[src/cpu_pipe_pkg.sv]
package cpu_pipe_pkg;

    localparam int XLEN    = 32;
    localparam int REG_AW  = 5;
    localparam int DMEM_AW = 15;  // data memory word address

    localparam logic [XLEN-1:0] RESET_PC = '0;

    // operand source for the forwarding muxes
    typedef enum logic [1:0] {
        FWD_NONE,
        FWD_EX_MEM,
        FWD_MEM_WB
    } fwd_sel_e;

endpackage

[src/cpu_isa_pkg.sv]
package cpu_isa_pkg;

    // major opcodes of the supported subset
    typedef enum logic [6:0] {
        OPC_OP     = 7'b0110011,
        OPC_OP_IMM = 7'b0010011,
        OPC_LOAD   = 7'b0000011,
        OPC_STORE  = 7'b0100011,
        OPC_BRANCH = 7'b1100011
    } opcode_e;

    typedef enum logic [3:0] {
        ALU_ADD, ALU_SUB, ALU_AND, ALU_OR,
        ALU_XOR, ALU_SLL, ALU_SRL, ALU_SRA
    } alu_op_e;

    typedef enum logic [1:0] {
        BR_EQ, BR_NE, BR_LT, BR_GE
    } branch_cond_e;

    localparam logic [2:0] FUNCT3_ADD_SUB = 3'b000;
    localparam logic [2:0] FUNCT3_SLL     = 3'b001;
    localparam logic [2:0] FUNCT3_WORD    = 3'b010;  // lw / sw width
    localparam logic [2:0] FUNCT3_XOR     = 3'b100;
    localparam logic [2:0] FUNCT3_SR      = 3'b101;  // srl / sra
    localparam logic [2:0] FUNCT3_OR      = 3'b110;
    localparam logic [2:0] FUNCT3_AND     = 3'b111;
    localparam logic [2:0] FUNCT3_BEQ     = 3'b000;
    localparam logic [2:0] FUNCT3_BNE     = 3'b001;
    localparam logic [2:0] FUNCT3_BLT     = 3'b100;
    localparam logic [2:0] FUNCT3_BGE     = 3'b101;
    localparam logic [6:0] FUNCT7_ALT     = 7'b0100000;  // sub, sra

endpackage
[src/cpu_top.sv]
module cpu_top (
    input  logic                             clk,
    input  logic                             rstn,
    output logic [cpu_pipe_pkg::XLEN-1:0]    imem_addr_o,
    input  logic [cpu_pipe_pkg::XLEN-1:0]    imem_data_i,
    output logic [cpu_pipe_pkg::DMEM_AW-1:0] dmem_addr_o,
    output logic [cpu_pipe_pkg::XLEN-1:0]    dmem_wdata_o,
    output logic                             dmem_we_o,
    input  logic [cpu_pipe_pkg::XLEN-1:0]    dmem_rdata_i
);

    // fetch / decode
    logic [cpu_pipe_pkg::XLEN-1:0]   if_id_pc;
    logic [cpu_pipe_pkg::XLEN-1:0]   if_id_instr;
    logic                            stall;
    logic                            branch_taken;
    logic [cpu_pipe_pkg::XLEN-1:0]   branch_target;
    logic [cpu_pipe_pkg::REG_AW-1:0] id_rs1;
    logic [cpu_pipe_pkg::REG_AW-1:0] id_rs2;
    logic [cpu_pipe_pkg::REG_AW-1:0] id_rd;
    logic [cpu_pipe_pkg::XLEN-1:0]   id_imm;
    cpu_isa_pkg::alu_op_e            id_alu_op;
    logic                            id_alu_src_imm;
    logic                            id_reg_write;
    logic                            id_mem_read;
    logic                            id_mem_write;
    logic                            id_uses_rs_early;
    logic [cpu_pipe_pkg::XLEN-1:0]   rf_rd1;
    logic [cpu_pipe_pkg::XLEN-1:0]   rf_rd2;
    logic [cpu_pipe_pkg::XLEN-1:0]   id_rs1_val;
    logic [cpu_pipe_pkg::XLEN-1:0]   id_rs2_val;
    cpu_pipe_pkg::fwd_sel_e          fwd_ex_a;
    cpu_pipe_pkg::fwd_sel_e          fwd_ex_b;
    cpu_pipe_pkg::fwd_sel_e          fwd_id_a;
    cpu_pipe_pkg::fwd_sel_e          fwd_id_b;
    // decode / execute
    logic                            id_ex_reg_write;
    logic                            id_ex_mem_read;
    logic                            id_ex_mem_write;
    logic [cpu_pipe_pkg::REG_AW-1:0] id_ex_rd;
    logic [cpu_pipe_pkg::REG_AW-1:0] id_ex_rs1;
    logic [cpu_pipe_pkg::REG_AW-1:0] id_ex_rs2;
    cpu_isa_pkg::alu_op_e            id_ex_alu_op;
    logic                            id_ex_alu_src_imm;
    logic [cpu_pipe_pkg::XLEN-1:0]   id_ex_imm;
    logic [cpu_pipe_pkg::XLEN-1:0]   id_ex_rs1_val;
    logic [cpu_pipe_pkg::XLEN-1:0]   id_ex_rs2_val;
    logic [cpu_pipe_pkg::XLEN-1:0]   ex_a;
    logic [cpu_pipe_pkg::XLEN-1:0]   ex_b_reg;
    logic [cpu_pipe_pkg::XLEN-1:0]   ex_b;
    logic [cpu_pipe_pkg::XLEN-1:0]   ex_y;
    // execute / memory, memory / writeback
    logic                            ex_mem_reg_write;
    logic                            ex_mem_mem_read;
    logic                            ex_mem_mem_write;
    logic [cpu_pipe_pkg::REG_AW-1:0] ex_mem_rd;
    logic [cpu_pipe_pkg::XLEN-1:0]   ex_mem_alu_y;
    logic [cpu_pipe_pkg::XLEN-1:0]   ex_mem_wdata;
    logic                            mem_wb_reg_write;
    logic                            mem_wb_mem_read;
    logic [cpu_pipe_pkg::REG_AW-1:0] mem_wb_rd;
    logic [cpu_pipe_pkg::XLEN-1:0]   mem_wb_alu_y;
    logic [cpu_pipe_pkg::XLEN-1:0]   mem_wb_rdata;
    logic [cpu_pipe_pkg::XLEN-1:0]   wb_data;

    function automatic logic [cpu_pipe_pkg::XLEN-1:0] fwd_mux(
        input cpu_pipe_pkg::fwd_sel_e        sel,
        input logic [cpu_pipe_pkg::XLEN-1:0] own,
        input logic [cpu_pipe_pkg::XLEN-1:0] from_mem,
        input logic [cpu_pipe_pkg::XLEN-1:0] from_wb
    );
        case (sel)
            cpu_pipe_pkg::FWD_EX_MEM: return from_mem;
            cpu_pipe_pkg::FWD_MEM_WB: return from_wb;
            default:                  return own;
        endcase
    endfunction

    fetch_stage u_fetch (
        .clk(clk), .rstn(rstn), .stall_i(stall),
        .branch_taken_i(branch_taken), .branch_target_i(branch_target),
        .instr_i(imem_data_i), .pc_o(imem_addr_o),
        .if_id_pc_o(if_id_pc), .if_id_instr_o(if_id_instr)
    );

    decode_unit u_decode (
        .instr_i(if_id_instr), .pc_i(if_id_pc),
        .rs1_val_i(id_rs1_val), .rs2_val_i(id_rs2_val), .stall_i(stall),
        .rs1_o(id_rs1), .rs2_o(id_rs2), .rd_o(id_rd), .imm_o(id_imm),
        .alu_op_o(id_alu_op), .alu_src_imm_o(id_alu_src_imm),
        .reg_write_o(id_reg_write), .mem_read_o(id_mem_read), .mem_write_o(id_mem_write),
        .uses_rs_early_o(id_uses_rs_early),
        .branch_taken_o(branch_taken), .branch_target_o(branch_target)
    );

    reg_file u_rf (
        .clk(clk), .rstn(rstn), .ra1_i(id_rs1), .ra2_i(id_rs2),
        .rd1_o(rf_rd1), .rd2_o(rf_rd2),
        .wa_i(mem_wb_rd), .wd_i(wb_data), .we_i(mem_wb_reg_write)
    );

    hazard_unit u_hazard (
        .id_rs1_i(id_rs1), .id_rs2_i(id_rs2), .id_uses_rs_early_i(id_uses_rs_early),
        .ex_rd_i(id_ex_rd), .ex_mem_read_i(id_ex_mem_read), .ex_reg_write_i(id_ex_reg_write),
        .ex_rs1_i(id_ex_rs1), .ex_rs2_i(id_ex_rs2),
        .mem_rd_i(ex_mem_rd), .mem_mem_read_i(ex_mem_mem_read),
        .mem_reg_write_i(ex_mem_reg_write),
        .wb_rd_i(mem_wb_rd), .wb_reg_write_i(mem_wb_reg_write),
        .stall_o(stall), .fwd_ex_a_o(fwd_ex_a), .fwd_ex_b_o(fwd_ex_b),
        .fwd_id_a_o(fwd_id_a), .fwd_id_b_o(fwd_id_b)
    );

    // also covers a write landing in the same cycle as decode
    assign id_rs1_val = fwd_mux(fwd_id_a, rf_rd1, ex_mem_alu_y, wb_data);
    assign id_rs2_val = fwd_mux(fwd_id_b, rf_rd2, ex_mem_alu_y, wb_data);

    ////////////////////////////////////////////////////////////
    // decode / execute register
    ////////////////////////////////////////////////////////////
    always_ff @(posedge clk or negedge rstn)
    begin
        if (!rstn)
        begin
            id_ex_reg_write <= 1'b0;
            id_ex_mem_read  <= 1'b0;
            id_ex_mem_write <= 1'b0;
            id_ex_rd        <= '0;
            id_ex_rs1       <= '0;
            id_ex_rs2       <= '0;
        end
        else
        begin
            id_ex_reg_write <= id_reg_write & ~stall;  // bubble on stall
            id_ex_mem_read  <= id_mem_read & ~stall;
            id_ex_mem_write <= id_mem_write & ~stall;
            id_ex_rd        <= stall ? '0 : id_rd;
            id_ex_rs1       <= stall ? '0 : id_rs1;
            id_ex_rs2       <= stall ? '0 : id_rs2;
        end
    end

    always_ff @(posedge clk)
    begin
        id_ex_alu_op      <= id_alu_op;
        id_ex_alu_src_imm <= id_alu_src_imm;
        id_ex_imm         <= id_imm;
        id_ex_rs1_val     <= id_rs1_val;
        id_ex_rs2_val     <= id_rs2_val;
    end

    assign ex_a     = fwd_mux(fwd_ex_a, id_ex_rs1_val, ex_mem_alu_y, wb_data);
    assign ex_b_reg = fwd_mux(fwd_ex_b, id_ex_rs2_val, ex_mem_alu_y, wb_data);
    assign ex_b     = id_ex_alu_src_imm ? id_ex_imm : ex_b_reg;

    alu u_alu (.a_i(ex_a), .b_i(ex_b), .op_i(id_ex_alu_op), .y_o(ex_y));

    ////////////////////////////////////////////////////////////
    // execute / memory and memory / writeback registers
    ////////////////////////////////////////////////////////////
    always_ff @(posedge clk or negedge rstn)
    begin
        if (!rstn)
        begin
            ex_mem_reg_write <= 1'b0;
            ex_mem_mem_read  <= 1'b0;
            ex_mem_mem_write <= 1'b0;
            ex_mem_rd        <= '0;
            mem_wb_reg_write <= 1'b0;
            mem_wb_mem_read  <= 1'b0;
            mem_wb_rd        <= '0;
        end
        else
        begin
            ex_mem_reg_write <= id_ex_reg_write;
            ex_mem_mem_read  <= id_ex_mem_read;
            ex_mem_mem_write <= id_ex_mem_write;
            ex_mem_rd        <= id_ex_rd;
            mem_wb_reg_write <= ex_mem_reg_write;
            mem_wb_mem_read  <= ex_mem_mem_read;
            mem_wb_rd        <= ex_mem_rd;
        end
    end

    always_ff @(posedge clk)
    begin
        ex_mem_alu_y <= ex_y;
        ex_mem_wdata <= ex_b_reg;  // forwarded store data
        mem_wb_alu_y <= ex_mem_alu_y;
        mem_wb_rdata <= dmem_rdata_i;
    end

    assign dmem_addr_o  = ex_mem_alu_y[cpu_pipe_pkg::DMEM_AW+1:2];  // byte to word address
    assign dmem_wdata_o = ex_mem_wdata;
    assign dmem_we_o    = ex_mem_mem_write;
    assign wb_data      = mem_wb_mem_read ? mem_wb_rdata : mem_wb_alu_y;

    // load data is only available from writeback, the stalls must keep it that way
    fwd_from_mem_a: assert property (@(posedge clk) disable iff (!rstn)
        (fwd_ex_a == cpu_pipe_pkg::FWD_EX_MEM || fwd_ex_b == cpu_pipe_pkg::FWD_EX_MEM
         || (id_uses_rs_early && !stall && (fwd_id_a == cpu_pipe_pkg::FWD_EX_MEM
                                           || fwd_id_b == cpu_pipe_pkg::FWD_EX_MEM)))
        |-> (ex_mem_reg_write && !ex_mem_mem_read));

endmodule

[src/hazard_unit.sv]
module hazard_unit (
    input  logic [cpu_pipe_pkg::REG_AW-1:0] id_rs1_i,
    input  logic [cpu_pipe_pkg::REG_AW-1:0] id_rs2_i,
    input  logic                            id_uses_rs_early_i,
    input  logic [cpu_pipe_pkg::REG_AW-1:0] ex_rd_i,
    input  logic                            ex_mem_read_i,
    input  logic                            ex_reg_write_i,
    input  logic [cpu_pipe_pkg::REG_AW-1:0] ex_rs1_i,
    input  logic [cpu_pipe_pkg::REG_AW-1:0] ex_rs2_i,
    input  logic [cpu_pipe_pkg::REG_AW-1:0] mem_rd_i,
    input  logic                            mem_mem_read_i,
    input  logic                            mem_reg_write_i,
    input  logic [cpu_pipe_pkg::REG_AW-1:0] wb_rd_i,
    input  logic                            wb_reg_write_i,
    output logic                            stall_o,
    output cpu_pipe_pkg::fwd_sel_e          fwd_ex_a_o,
    output cpu_pipe_pkg::fwd_sel_e          fwd_ex_b_o,
    output cpu_pipe_pkg::fwd_sel_e          fwd_id_a_o,
    output cpu_pipe_pkg::fwd_sel_e          fwd_id_b_o
);

    logic id_hit_ex;
    logic id_hit_mem;

    function automatic logic hit(input logic [cpu_pipe_pkg::REG_AW-1:0] rd,
                                 input logic [cpu_pipe_pkg::REG_AW-1:0] rs);
        return (rd != '0) && (rd == rs);
    endfunction

    // nearest producer wins
    function automatic cpu_pipe_pkg::fwd_sel_e pick(input logic [cpu_pipe_pkg::REG_AW-1:0] rs);
        if (mem_reg_write_i && hit(mem_rd_i, rs))
            return cpu_pipe_pkg::FWD_EX_MEM;
        if (wb_reg_write_i && hit(wb_rd_i, rs))
            return cpu_pipe_pkg::FWD_MEM_WB;
        return cpu_pipe_pkg::FWD_NONE;
    endfunction

    assign id_hit_ex  = hit(ex_rd_i, id_rs1_i) || hit(ex_rd_i, id_rs2_i);
    assign id_hit_mem = hit(mem_rd_i, id_rs1_i) || hit(mem_rd_i, id_rs2_i);

    assign stall_o = (ex_mem_read_i && id_hit_ex)                         // load-use
                   || (id_uses_rs_early_i && ex_reg_write_i && id_hit_ex)  // branch on ex result
                   || (id_uses_rs_early_i && mem_mem_read_i && id_hit_mem); // load still in mem

    always_comb
    begin
        fwd_ex_a_o = pick(ex_rs1_i);
        fwd_ex_b_o = pick(ex_rs2_i);
        fwd_id_a_o = pick(id_rs1_i);
        fwd_id_b_o = pick(id_rs2_i);
    end

endmodule

[src/decode_unit.sv]
module decode_unit (
    input  logic [cpu_pipe_pkg::XLEN-1:0]   instr_i,
    input  logic [cpu_pipe_pkg::XLEN-1:0]   pc_i,
    input  logic [cpu_pipe_pkg::XLEN-1:0]   rs1_val_i,
    input  logic [cpu_pipe_pkg::XLEN-1:0]   rs2_val_i,
    input  logic                            stall_i,
    output logic [cpu_pipe_pkg::REG_AW-1:0] rs1_o,
    output logic [cpu_pipe_pkg::REG_AW-1:0] rs2_o,
    output logic [cpu_pipe_pkg::REG_AW-1:0] rd_o,
    output logic [cpu_pipe_pkg::XLEN-1:0]   imm_o,
    output cpu_isa_pkg::alu_op_e            alu_op_o,
    output logic                            alu_src_imm_o,
    output logic                            reg_write_o,
    output logic                            mem_read_o,
    output logic                            mem_write_o,
    output logic                            uses_rs_early_o,
    output logic                            branch_taken_o,
    output logic [cpu_pipe_pkg::XLEN-1:0]   branch_target_o
);

    logic [2:0]                    funct3;
    logic                          alt;
    logic                          use_rs1;
    logic                          use_rs2;
    logic                          is_branch;
    logic                          cond_ok;
    logic                          cond_true;
    cpu_isa_pkg::branch_cond_e     cond;
    logic [cpu_pipe_pkg::XLEN-1:0] imm_i;
    logic [cpu_pipe_pkg::XLEN-1:0] imm_s;
    logic [cpu_pipe_pkg::XLEN-1:0] imm_b;

    assign funct3 = instr_i[14:12];
    assign alt    = (instr_i[31:25] == cpu_isa_pkg::FUNCT7_ALT);
    assign imm_i  = {{20{instr_i[31]}}, instr_i[31:20]};
    assign imm_s  = {{20{instr_i[31]}}, instr_i[31:25], instr_i[11:7]};
    assign imm_b  = {{19{instr_i[31]}}, instr_i[31], instr_i[7], instr_i[30:25],
                     instr_i[11:8], 1'b0};

    // unused register fields read as x0 so they never stall or forward
    assign rs1_o = use_rs1 ? instr_i[19:15] : '0;
    assign rs2_o = use_rs2 ? instr_i[24:20] : '0;
    assign rd_o  = reg_write_o ? instr_i[11:7] : '0;

    always_comb
    begin
        use_rs1       = 1'b0;
        use_rs2       = 1'b0;
        is_branch     = 1'b0;
        imm_o         = imm_i;
        alu_op_o      = cpu_isa_pkg::ALU_ADD;
        alu_src_imm_o = 1'b0;
        reg_write_o   = 1'b0;
        mem_read_o    = 1'b0;
        mem_write_o   = 1'b0;
        case (cpu_isa_pkg::opcode_e'(instr_i[6:0]))
            cpu_isa_pkg::OPC_OP:
            begin
                use_rs1     = 1'b1;
                use_rs2     = 1'b1;
                reg_write_o = 1'b1;
                case (funct3)
                    cpu_isa_pkg::FUNCT3_ADD_SUB:
                        alu_op_o = alt ? cpu_isa_pkg::ALU_SUB : cpu_isa_pkg::ALU_ADD;
                    cpu_isa_pkg::FUNCT3_SLL: alu_op_o = cpu_isa_pkg::ALU_SLL;
                    cpu_isa_pkg::FUNCT3_XOR: alu_op_o = cpu_isa_pkg::ALU_XOR;
                    cpu_isa_pkg::FUNCT3_SR:
                        alu_op_o = alt ? cpu_isa_pkg::ALU_SRA : cpu_isa_pkg::ALU_SRL;
                    cpu_isa_pkg::FUNCT3_OR:  alu_op_o = cpu_isa_pkg::ALU_OR;
                    cpu_isa_pkg::FUNCT3_AND: alu_op_o = cpu_isa_pkg::ALU_AND;
                    default:                 reg_write_o = 1'b0;  // slt/sltu not kept
                endcase
            end
            cpu_isa_pkg::OPC_OP_IMM:
            begin
                use_rs1       = 1'b1;
                alu_src_imm_o = 1'b1;
                reg_write_o   = 1'b1;
                case (funct3)
                    cpu_isa_pkg::FUNCT3_ADD_SUB: alu_op_o = cpu_isa_pkg::ALU_ADD;
                    cpu_isa_pkg::FUNCT3_XOR:     alu_op_o = cpu_isa_pkg::ALU_XOR;
                    cpu_isa_pkg::FUNCT3_OR:      alu_op_o = cpu_isa_pkg::ALU_OR;
                    cpu_isa_pkg::FUNCT3_AND:     alu_op_o = cpu_isa_pkg::ALU_AND;
                    default:                     reg_write_o = 1'b0;
                endcase
            end
            cpu_isa_pkg::OPC_LOAD:
            begin
                use_rs1       = (funct3 == cpu_isa_pkg::FUNCT3_WORD);
                alu_src_imm_o = 1'b1;
                reg_write_o   = use_rs1;
                mem_read_o    = use_rs1;  // lw only
            end
            cpu_isa_pkg::OPC_STORE:
            begin
                use_rs1       = (funct3 == cpu_isa_pkg::FUNCT3_WORD);
                use_rs2       = use_rs1;
                imm_o         = imm_s;
                alu_src_imm_o = 1'b1;
                mem_write_o   = use_rs1;
            end
            cpu_isa_pkg::OPC_BRANCH:
            begin
                use_rs1   = cond_ok;
                use_rs2   = cond_ok;
                imm_o     = imm_b;
                is_branch = cond_ok;
            end
            default: ;
        endcase
    end

    ////////////////////////////////////////////////////////////
    // branch resolution
    ////////////////////////////////////////////////////////////
    always_comb
    begin
        cond_ok = 1'b1;
        case (funct3)
            cpu_isa_pkg::FUNCT3_BEQ: cond = cpu_isa_pkg::BR_EQ;
            cpu_isa_pkg::FUNCT3_BNE: cond = cpu_isa_pkg::BR_NE;
            cpu_isa_pkg::FUNCT3_BLT: cond = cpu_isa_pkg::BR_LT;
            cpu_isa_pkg::FUNCT3_BGE: cond = cpu_isa_pkg::BR_GE;
            default:
            begin
                cond    = cpu_isa_pkg::BR_EQ;
                cond_ok = 1'b0;  // bltu/bgeu dropped
            end
        endcase
        case (cond)
            cpu_isa_pkg::BR_EQ: cond_true = (rs1_val_i == rs2_val_i);
            cpu_isa_pkg::BR_NE: cond_true = (rs1_val_i != rs2_val_i);
            cpu_isa_pkg::BR_LT: cond_true = ($signed(rs1_val_i) < $signed(rs2_val_i));
            default:            cond_true = ($signed(rs1_val_i) >= $signed(rs2_val_i));
        endcase
    end

    assign uses_rs_early_o = is_branch;
    assign branch_taken_o  = is_branch & cond_true & ~stall_i;  // operands not ready yet
    assign branch_target_o = pc_i + imm_b;

endmodule

[src/fetch_stage.sv]
module fetch_stage (
    input  logic                          clk,
    input  logic                          rstn,
    input  logic                          stall_i,
    input  logic                          branch_taken_i,
    input  logic [cpu_pipe_pkg::XLEN-1:0] branch_target_i,
    input  logic [cpu_pipe_pkg::XLEN-1:0] instr_i,
    output logic [cpu_pipe_pkg::XLEN-1:0] pc_o,
    output logic [cpu_pipe_pkg::XLEN-1:0] if_id_pc_o,
    output logic [cpu_pipe_pkg::XLEN-1:0] if_id_instr_o
);

    always_ff @(posedge clk or negedge rstn)
    begin
        if (!rstn)
            pc_o <= cpu_pipe_pkg::RESET_PC;
        else if (branch_taken_i)
            pc_o <= branch_target_i;  // resolved in decode
        else if (!stall_i)
            pc_o <= pc_o + cpu_pipe_pkg::XLEN'(4);
    end

    always_ff @(posedge clk or negedge rstn)
    begin
        if (!rstn)
        begin
            if_id_pc_o    <= '0;
            if_id_instr_o <= '0;
        end
        else if (branch_taken_i)
        begin
            if_id_pc_o    <= '0;
            if_id_instr_o <= '0;  // squash the wrong-path fetch
        end
        else if (!stall_i)
        begin
            if_id_pc_o    <= pc_o;
            if_id_instr_o <= instr_i;
        end
    end

    // branch offsets only guarantee 2-byte alignment
    pc_aligned_a: assert property (@(posedge clk) disable iff (!rstn) pc_o[1:0] == 2'b00);

endmodule

[src/reg_file.sv]
module reg_file (
    input  logic                            clk,
    input  logic                            rstn,
    input  logic [cpu_pipe_pkg::REG_AW-1:0] ra1_i,
    input  logic [cpu_pipe_pkg::REG_AW-1:0] ra2_i,
    output logic [cpu_pipe_pkg::XLEN-1:0]   rd1_o,
    output logic [cpu_pipe_pkg::XLEN-1:0]   rd2_o,
    input  logic [cpu_pipe_pkg::REG_AW-1:0] wa_i,
    input  logic [cpu_pipe_pkg::XLEN-1:0]   wd_i,
    input  logic                            we_i
);

    logic [cpu_pipe_pkg::XLEN-1:0] regs [1 << cpu_pipe_pkg::REG_AW];

    always_ff @(posedge clk or negedge rstn)
    begin
        if (!rstn)
        begin
            for (int i = 0; i < (1 << cpu_pipe_pkg::REG_AW); i++)
                regs[i] <= '0;
        end
        else if (we_i && wa_i != '0)
            regs[wa_i] <= wd_i;  // x0 never written
    end

    assign rd1_o = regs[ra1_i];
    assign rd2_o = regs[ra2_i];

    x0_zero_a: assert property (@(posedge clk) disable iff (!rstn)
        (ra1_i != '0 || rd1_o == '0) && (ra2_i != '0 || rd2_o == '0));

endmodule

[src/alu.sv]
module alu (
    input  logic [31:0]          a_i,
    input  logic [31:0]          b_i,
    input  cpu_isa_pkg::alu_op_e op_i,
    output logic [31:0]          y_o
);

    always_comb
    begin
        case (op_i)
            cpu_isa_pkg::ALU_ADD: y_o = a_i + b_i;
            cpu_isa_pkg::ALU_SUB: y_o = a_i - b_i;
            cpu_isa_pkg::ALU_AND: y_o = a_i & b_i;
            cpu_isa_pkg::ALU_OR:  y_o = a_i | b_i;
            cpu_isa_pkg::ALU_XOR: y_o = a_i ^ b_i;
            cpu_isa_pkg::ALU_SLL: y_o = a_i << b_i[4:0];
            cpu_isa_pkg::ALU_SRL: y_o = a_i >> b_i[4:0];
            cpu_isa_pkg::ALU_SRA: y_o = $signed(a_i) >>> b_i[4:0];  // sign fill
            default:              y_o = a_i + b_i;
        endcase
    end

endmodule

[config.mk]
export PLATFORM = sky130hd
export DESIGN_NAME = cpu_top
export DESIGN_NICKNAME = d
export VERILOG_FILES = /design/src/cpu_pipe_pkg.sv /design/src/cpu_isa_pkg.sv /design/src/cpu_top.sv /design/src/hazard_unit.sv /design/src/decode_unit.sv /design/src/fetch_stage.sv /design/src/reg_file.sv /design/src/alu.sv
export SDC_FILE = /design/constraint.sdc
export NUM_CORES = 2
export LEC_CHECK = 0
export BUFFER_PORTS_ARGS = -buffer_cell sky130_fd_sc_hd__buf_2
export CAP_MARGIN = 25
export CORE_MARGIN = 5
export CORE_UTILIZATION = 40
export DETAILED_ROUTE_END_ITERATION = 8
export HOLD_SLACK_MARGIN = 0.03
export PLACE_DENSITY = 0.66
export SKIP_LAST_GASP = 1
export SYNTH_ARGS = -nofsm -noshare
export SYNTH_HDL_FRONTEND = slang
export SYNTH_HIERARCHICAL = 1
export SYNTH_SLANG_ARGS = --single-unit
[constraint.sdc]
create_clock -name clk -period 8.65 [get_ports clk]
set_input_delay 0.4325 -clock clk [delete_from_list [all_inputs] [get_ports clk]]
set_output_delay 0.4325 -clock clk [all_outputs]
set_load 0.01 [all_outputs]
==> results.cfg <==
[status]
outcome = finished, final reports clean

[sta]
setup_viol = 0
fmax_ghz = 0.121
rsz0062_at_grt = no
period_share_pct = 95.4
setup_slack_ps = 400
fin_skew_ps = 49.2
fin_crit_ps = 8250
slew_headroom_pct = 22.1
drv_slew = 0
hold_violations = 0
worst_slew_pin_slew_ps = 1160
tns_ps = 0

[floorplan]
pin_count = 146
initial_core_util_pct = 40.2
die_h_microns = 460
fp.dieW_microns = 460
dieArea_sq_um = 212000
core_sq_um = 202000
num_rows = 165

[cts]
clock_latency_ps = 820
cts_tree = done
clock_sinks = 1382
clk_pin_slew_ps = 50
htreeDepth = 4
clock_path_buffers = 3
cts-root-buf = clkbuf_16
cts_buffers = 155

[layout]
utilization_pct = 44.5
layout_commonest_cell = dfrtp_1
mostFrequentLayoutCells = dfrtp_1, mux2i_1, mux2_2
fillers = 18600
drive_above_1_share_pct = 24.5
postLayoutCellArea_sq_um = 89900
syn_to_final_growth_pct = 10.9
final_nets = 7543

[routing]
detail-route-antenna-nets = 0
finalWirelength_mm = 284
num_vias = 62800
wl_per_cell_microns = 28.0
vias_per_cell = 6.21
drt-initial-drc-count = 7013
drc = 0
dr.pass1.iters = 6

[global_route]
overflow = 0
grt_pass1_vias = 62200
grt_usage_pct = 25.9
grt_pass1_wl_mm = 416
grt_max_degree = 184
antenna_found_initial = 21

[hold_path]
hold_path.class = in2async

[logic_synthesis]
yosysWarnings = 6
seq_area_frac_synth_pct = 41.2
async_flop_share_pct = 83.4
synth_seq_cells = 1382
synthFlopType = dfrtp_1
synthCells = 7408
synth_cell_types = 107
synth_edf_count = 0
synth_nets = 7644
syn-cell-area_sq_um = 81100
syn_area_per_cell_sq_um = 10.9

[worst_setup_path]
crit_buf_inv = 6
worstSetupEndpointType = flip-flop
required_ps = 9330
worst_ep_arrival_time_ps = 8930
critical_path_class = reg2reg
regToRegSetupSlack_ps = 400
critical_path.startpoint_type = flip-flop
cp_max_fo = 53
slowest_stage = or4_1
cpMostUsedCell = nand2_1
critPathMaxStageDelay_ps = 640
cp_top_family = simple AND/OR/NAND/NOR gates

[pwr]
p_clk_share_pct = 43.2
p_sw_w = 0.00474
p_int_w = 0.0114
power.density_nw_per_um2 = 180
peakVddDrop_uv = 228
power_frac_comb_pct = 13.4
switching_share_pct = 29.3
seqPwrFrac_pct = 43.4
leakage_nw = 38.3

[place]
hpwl_mm = 182
placed_area_sq_um = 83700
pre_cts_slack_ps = 8.73
gp_congestion = 0.948
io_buffers = 145

[flow_run]
maxCapViolCount = 0
[repair_timing]
action	4_1_cts	5_1_grt
endpoints found under the setup margin	3	54
endpoints found under the hold margin	131	0
resized for setup	1	5
buffers inserted	0	0
hold buffers	65	0
[final timing paths]
check / start / endpoint / cells past startpoint
max: u_fetch/if_id_instr_o[4]$_DFFE_PN0N_ / u_fetch/pc_o[13]$_DFFE_PN0N_ / 28
min: rstn / u_fetch/if_id_pc_o[28]$_DFFE_PN0N_ / 2
max reg2reg: u_fetch/if_id_instr_o[4]$_DFFE_PN0N_ / u_fetch/pc_o[13]$_DFFE_PN0N_ / 28
min reg2reg: id_ex_mem_read$_DFF_PN0_ / ex_mem_mem_read$_DFF_PN0_ / 0
max in group asynchronous: rstn / u_rf/regs[554]$_DFFE_PN0P_ / 5
min in group clk: dmem_rdata_i[8] / mem_wb_rdata[8]$_DFF_P_ / 2
[per-stage QoR]
step / power, W / hold slack [ps] / std cells
finish: 0.0162 / 171 / 10100
global route: 0.0167 / 221 / 10100
CTS: 0.0162 / 180 / 10100
detailed placement: 0.00919 / 376 / 9755
global placement: 0.00915 / 373 / 9755
floorplan: 0.00827 / 137 / 7408
[cells by family (layout without fill, tap and decap cells)]
family,after synthesis,in the layout,synth area share [%]
xor+xnor,137,137,1.48
other cells,1,11,0.00462
fa+ha+maj,171,171,2.65
buf+inv,829,858,5.18
flops,1382,1382,41.2
mux,2229,2229,30.3
compound gates,1321,1321,11.2
simple gates,1338,1338,7.99
[cell usage after synthesis (all sizes together), types with 8 or more instances]
| cell type | instances | area (sq um) |
|---|---|---|
| inv | 129 | 484 |
| nand3b | 12 | 90.1 |
| dfxtp | 229 | 4580 |
| mux2i | 1124 | 11300 |
| and2 | 23 | 146 |
| a21oi | 312 | 1570 |
| o2111ai | 9 | 78.8 |
| a22oi | 300 | 2250 |
| nor3b | 8 | 75.1 |
| or4 | 21 | 165 |
| nor2 | 270 | 1130 |
| nand4 | 26 | 196 |
| a221oi | 53 | 658 |
| clkbuf | 339 | 1280 |
| nand2 | 461 | 1730 |
| a31o | 8 | 70.1 |
| nor3 | 117 | 586 |
| xnor2 | 84 | 736 |
| a21o | 38 | 285 |
| and3 | 16 | 100 |
| xor2 | 53 | 464 |
| buf | 359 | 2420 |
| o31ai | 52 | 404 |
| o21a | 13 | 97.6 |
| nor2b | 64 | 400 |
| o22ai | 8 | 56.3 |
| or3 | 20 | 125 |
| mux2 | 1042 | 11800 |
| a22o | 128 | 1120 |
| nand3 | 226 | 1130 |
| or2 | 10 | 62.6 |
| a31oi | 87 | 544 |
| ha | 168 | 2100 |
| nor4 | 21 | 171 |
| o21ai | 215 | 1080 |
| mux4 | 63 | 1450 |
| o211ai | 20 | 150 |
| nand2b | 17 | 106 |
| dfrtp | 1153 | 28900 |
| a211oi | 14 | 110 |
[power groups by stage]
stage | registers (W) | logic, W | clock network (W)
after floorplan | 0.00693 | 0.00134 | 0
after detailed placement | 0.00712 | 0.00207 | 0
after global placement | 0.00711 | 0.00204 | 0
after CTS | 0.00700 | 0.00211 | 0.00709
after global routing | 0.00702 | 0.00230 | 0.00736
final | 0.00701 | 0.00217 | 0.00697
[layer usage]
| metal | track usage, % | routed length (microns) |
|---|---|---|
| met1 | 36.1 | 120000 |
| met4 | 10.2 | 12400 |
| met2 | 38.8 | 122000 |
| met5 | 0 | 26 |
| met3 | 6.44 | 28900 |
[layout make-up]
type,count,area (sq um),share of cell area [%]
multi-input combinational,5197,43700,48.7
sequential,1382,33400,37.2
clock buffer,241,4710,5.24
timing repair buffer,441,3460,3.85
tap,2672,3340,3.72
clock inverter,46,688,0.766
inverter,130,488,0.543
antenna,10,25.0,0.0278
[state kept, by name, indices dropped and copies added (netlist names), 32 cells and up]
register	cells
u_fetch/if_id_pc_o	32
id_ex_rs2_val	32
u_fetch/pc_o	32
id_ex_rs1_val	32
u_rf/regs	1024
ex_mem_alu_y	32
u_fetch/if_id_instr_o	32
id_ex_imm	32
mem_wb_alu_y	32
mem_wb_rdata	32
dmem_wdata_o	32
Power figures use the tool's default switching activity.
